[config.mk]
export PLATFORM = sky130hd
export DESIGN_NAME = icache_hit_sel
export DESIGN_NICKNAME = d
export VERILOG_FILES = /design/src/icache_geom_pkg.sv /design/src/icache_entry_pkg.sv /design/src/icache_hit_sel.sv
export SDC_FILE = /design/constraint.sdc
export NUM_CORES = 1
export LEC_CHECK = 0
export ABC_AREA = 1
export BUFFER_PORTS_ARGS = -buffer_cell sky130_fd_sc_hd__buf_2
export CAP_MARGIN = 40
export CORE_AREA = 2 2 139 141
export CTS_CLUSTER_DIAMETER = 100
export DETAILED_ROUTE_END_ITERATION = 7
export DIE_AREA = 0 0 141 143
export PLACE_DENSITY = 0.58
export SETUP_SLACK_MARGIN = 0.3
export SLEW_MARGIN = 20
export SYNTH_ARGS = -nofsm -noshare
export SYNTH_HDL_FRONTEND = slang
export SYNTH_SLANG_ARGS = --single-unit
[constraint.sdc]
create_clock -name clk -period 3.17 [get_ports clk]
set_clock_uncertainty 0.2 [all_clocks]
set_input_delay 0.1585 -clock clk [delete_from_list [all_inputs] [get_ports clk]]
set_output_delay 0.1585 -clock clk [all_outputs]
set_load 0.05 [all_outputs]
[src/icache_geom_pkg.sv]
package icache_geom_pkg;

    // fetch address layout: tag | index | word select | byte
    localparam int addr_w      = 32;
    localparam int byte_w      = 2;    // byte offset inside a word
    localparam int word_sel_w  = 2;    // word inside a line
    localparam int index_w     = 8;    // set index
    localparam int tag_w       = addr_w - index_w - word_sel_w - byte_w;

    localparam int set_count   = 2 ** index_w;

    // one line per way
    localparam int word_w        = 32;
    localparam int line_w        = word_w * (2 ** word_sel_w);
    localparam int banks_per_way = line_w / word_w;    // one ram bank per word

endpackage

[src/icache_entry_pkg.sv]
package icache_entry_pkg;

    localparam int way_count = 2;

    typedef logic [icache_geom_pkg::tag_w-1:0] tag_t;

    // which refill port owns the arrays this cycle
    typedef enum logic [1:0] {
        src_none = 2'd0,
        src_l2   = 2'd1,
        src_mem  = 2'd2
    } refill_src_t;

    // l2 wins over memory, a port needs both its enables
    function automatic refill_src_t pick_src(
        input logic en_l2,
        input logic wd_l2_en,
        input logic en_mem,
        input logic wd_mem_en
    );
        if (en_l2 && wd_l2_en) begin
            return src_l2;
        end else if (en_mem && wd_mem_en) begin
            return src_mem;
        end
        return src_none;
    endfunction

endpackage

[src/icache_hit_sel.sv]
`timescale 1ns/1ps

module icache_hit_sel (
    input  logic                                   clk,
    input  logic                                   arst_n,
    input  logic                                   lookup_go,
    input  icache_entry_pkg::tag_t                 lookup_tag,
    input  logic [icache_geom_pkg::word_sel_w-1:0] lookup_word,
    input  icache_entry_pkg::tag_t                 tag0_rd,
    input  icache_entry_pkg::tag_t                 tag1_rd,
    input  logic                                   valid0_rd,
    input  logic                                   valid1_rd,
    input  logic [icache_geom_pkg::line_w-1:0]     data0_rd,
    input  logic [icache_geom_pkg::line_w-1:0]     data1_rd,
    output logic                                   lookup_done,
    output logic                                   hit,
    output logic                                   hit_way,
    output logic [icache_geom_pkg::word_w-1:0]     instr
);

    icache_entry_pkg::tag_t                        tag_q;
    logic [icache_geom_pkg::word_sel_w-1:0]        word_q;
    logic                                          match0;
    logic                                          match1;
    logic [icache_geom_pkg::line_w-1:0]            line;

    always_ff @(posedge clk or negedge arst_n) begin
        if (!arst_n) begin
            lookup_done <= 1'b0;
        end else begin
            lookup_done <= lookup_go;    // ram data lands the same cycle
        end
    end

    always_ff @(posedge clk) begin
        if (lookup_go) begin
            tag_q  <= lookup_tag;
            word_q <= lookup_word;
        end
    end

    assign match0  = valid0_rd && (tag0_rd == tag_q);
    assign match1  = valid1_rd && (tag1_rd == tag_q);
    assign hit     = lookup_done && (match0 || match1);
    assign hit_way = !match0 && match1;    // way 0 wins a double match

    always_comb begin
        line  = hit_way ? data1_rd : data0_rd;
        instr = '0;
        if (hit) begin
            instr = line[word_q*icache_geom_pkg::word_w +: icache_geom_pkg::word_w];
        end
    end

endmodule

==> key figures <==
CTS
  – H-tree Lvls: 1
  – Clock sink total: 23
  – Clock transition at path regs: 0.06 ns
  – Clock Tree Buf Depth: 2
  – Root buf cell: clkbuf_16
  – CTS tree: built
  – TritonCTS buffer count: 3

Timing
  – Clock period minus worst slack: 2.81 ns
  – Hold Fails Final Rpt: 0
  – Final setup vio count: 0
  – Slew headroom: 46.9%
  – Sum Neg Setup Slack: 0 ns
  – Tightest Pin Transition: 0.796 ns
  – Final period util: 88.6%
  – Max Slew Vio Count: 0
  – Maximum clock frequency: 356 MHz
  – Final setup margin: 0.362 ns
  – RSZ-0062 raised after global routing: yes

GRT
  – Grt ovf: 0
  – First-pass GRT wire length: 31500 um
  – Vias in the first global route: 6378
  – Antenna violations before repair: 0
  – Largest net degree at the start of global routing: 72
  – GRT Overall Usage: 19.2%

Yosys
  – Yosys top cell by area: nand2_1
  – Post-synthesis net count: 1358
  – Synth Register Bits: 23
  – Ys Warns: 0
  – Avg Cell Area, Syn: 4.78 um2
  – Syn Inst Count: 1035
  – Yosys cell types: 23
  – Yosys top cell area share: 23.7%
  – Synth area leaders: nand2_1 24%, nand3_1 20%, inv_1 18%, edfxtp_1 13%, nor2_1 12%
  – Post-Syn Area: 4950 um2
  – Register area share after synthesis: 13.9%

Drt
  – DRC: 0
  – Final WL: 23500 um
  – DRT antenna net count: 0
  – Average wire per standard cell: 14.4 um
  – Vias: 7421
  – First drt pass iteration count: 5
  – Iteration-0 DRC Markers: 393
  – Vias/cell: 4.54

Finish
  – Layout cell share with drive strength beyond 1: 32.6%
  – Cell Count, Final, Fillers Out: 1633
  – Most frequent cells in the layout: 325 x buf_2, 310 x nand2_1, 232 x inv_1
  – Nets: 1723
  – Most common cell after layout, fill and taps aside: buf_2
  – Area growth syn-to-layout: 64.2%
  – Inserted Diodes: 0

Hold path
  – Min-delay src: lookup_go
  – Hold EP: lookup_done$_DFF_PN0_
  – Hold path depth: 1
  – Min-delay worst type: in -> reg

Place
  – Placed cells: 1579
  – Hpwl dp: 16100 um
  – Routability Congestion: 0.860
  – Port Buffer Count: 357
  – Pre-CTS WS: 0.504 ns

Critical path
  – Worst endpoint required time: 2.81 ns
  – Critical path origin: tag_q[6]$_DFFE_PP_
  – Worst setup EP type: output port
  – Crit start category: flip-flop
  – Worst Path Max Fanout: 20
  – CP Class: reg -> out
  – Worst path arrival time: 2.45 ns

Power
  – Max VDD drop: 0.000273 V
  – Leakage power total: 5.12 nW
  – Power per cell area: 160 nW/um2
  – Total Power: 1.30 mW

Flow run
  – Max-cap violations: 0

Run status
  – Status: completed

Floorplanning
  – DIE AREA: 20200 um2
  – Core area: 18600 um2
  – Die Ht: 143 um
  – Standard-cell row count: 50
  – IO Count: 358
  – Chip width: 141 um
  – Starting Density: 26.6%
[repair_timing]
action / 4_1_cts / 5_1_grt
endpoints found under the hold margin: 23 / 0
setup buffers: 0 / 10
endpoints found under the setup margin: 29 / 32
pin swaps: 0 / 29
cloned: 0 / 16
gates resized for setup: 14 / 132
hold buffers: 24 / 0
[flip-flops by register name, summed over array words and instances (netlist names)]
name	cells
word_q	2
tag_q	20
lookup_done	1
[worst max-delay path, stage by stage (launching register included)]
cell and delay (ns):
edfxtp_1 0.42, nor2_1 0.14, nor2_1 0.06, nor2_1 0.08
nand2_1 0.06, nor2_1 0.12, nand2_2 0.09, nor2_4 0.12
buf_12 0.15, nand2_4 0.12, buf_16 0.19, nand2_1 0.06
nand3_1 0.10, nand2_1 0.10, nor2_1 0.05, nor2_1 0.12
buf_6 0.17
[logic make-up after synthesis]
group	Yosys count	synth area share, %
AND/OR/NAND/NOR	697	60.7
buffers and inverters	299	23.5
flip-flops	23	13.9
AO/OA/AOI/OAI	12	1.31
XOR/XNOR	4	0.708
[Yosys cell counts]
master and number:
edfxtp_1 22, nand2_2 1, buf_6 1, nand3b_1 32
o22ai_1 2, dfrtp_1 1, and2_1 1, buf_4 1
nor2_1 153, nand2_1 312, o21ai_0 7, nor2_4 1
or2_2 1, inv_2 5, o211ai_1 1, nand3_1 195
o21ai_1 2, nand3_2 1, xnor2_1 4, buf_2 22
buf_1 16, inv_1 233, clkbuf_1 21
[through the flow]
stage / cell area (um2) / hold WS [ns] / utilization [%]
after detailed placement: 6990 / -0.265 / 37.6
after floorplan: 4950 / -0.337 / -
final: 8130 / 0.0893 / 43.7
after global routing: 8130 / 0.128 / 43.7
after global placement: 6990 / -0.266 / 37.6
after CTS: 7360 / 0.0999 / 39.6
[how the worst max path moves through the flow]
| stage | to | slack (ns) | depth (start not counted) |
|---|---|---|---|
| 2_1_floorplan | instr[22] | 0.49 | 12 |
| 3_3_place_gp | instr[4] | 0.49 | 11 |
| 3_5_place_dp | instr[4] | 0.50 | 12 |
| 4_1_cts | instr[4] | 0.30 | 14 |
| 5_1_grt | instr[13] | 0.22 | 16 |
| 6_report | instr[13] | 0.36 | 16 |
[report_power, final]
group | internal [mW] | switching, mW
Sequential | 0.360 | 0.0161
Combinational | 0.308 | 0.335
Clock | 0.170 | 0.112
[layout make-up]
| class | instances | area [um2] |
|---|---|---|
| multi-input cells | 715 | 3270 |
| well taps | 234 | 293 |
| fillers | 2089 | 10500 |
| inverters | 238 | 893 |
| repair buffers | 419 | 2910 |
| flip-flops and latches | 23 | 686 |
| clock buffers | 3 | 75.1 |
| clock inverters | 1 | 5.00 |
[routing by layer]
| metal | wire (um) | part of all wire, % | track usage [%] |
|---|---|---|---|
| met5 | 0 | 0 | 0 |
| met4 | 269 | 1.1 | 3.11 |
| met3 | 1530 | 6.5 | 2.25 |
| met2 | 11500 | 49 | 34.3 |
| met1 | 10100 | 43 | 25.4 |
(Power assumes the default switching activity.)
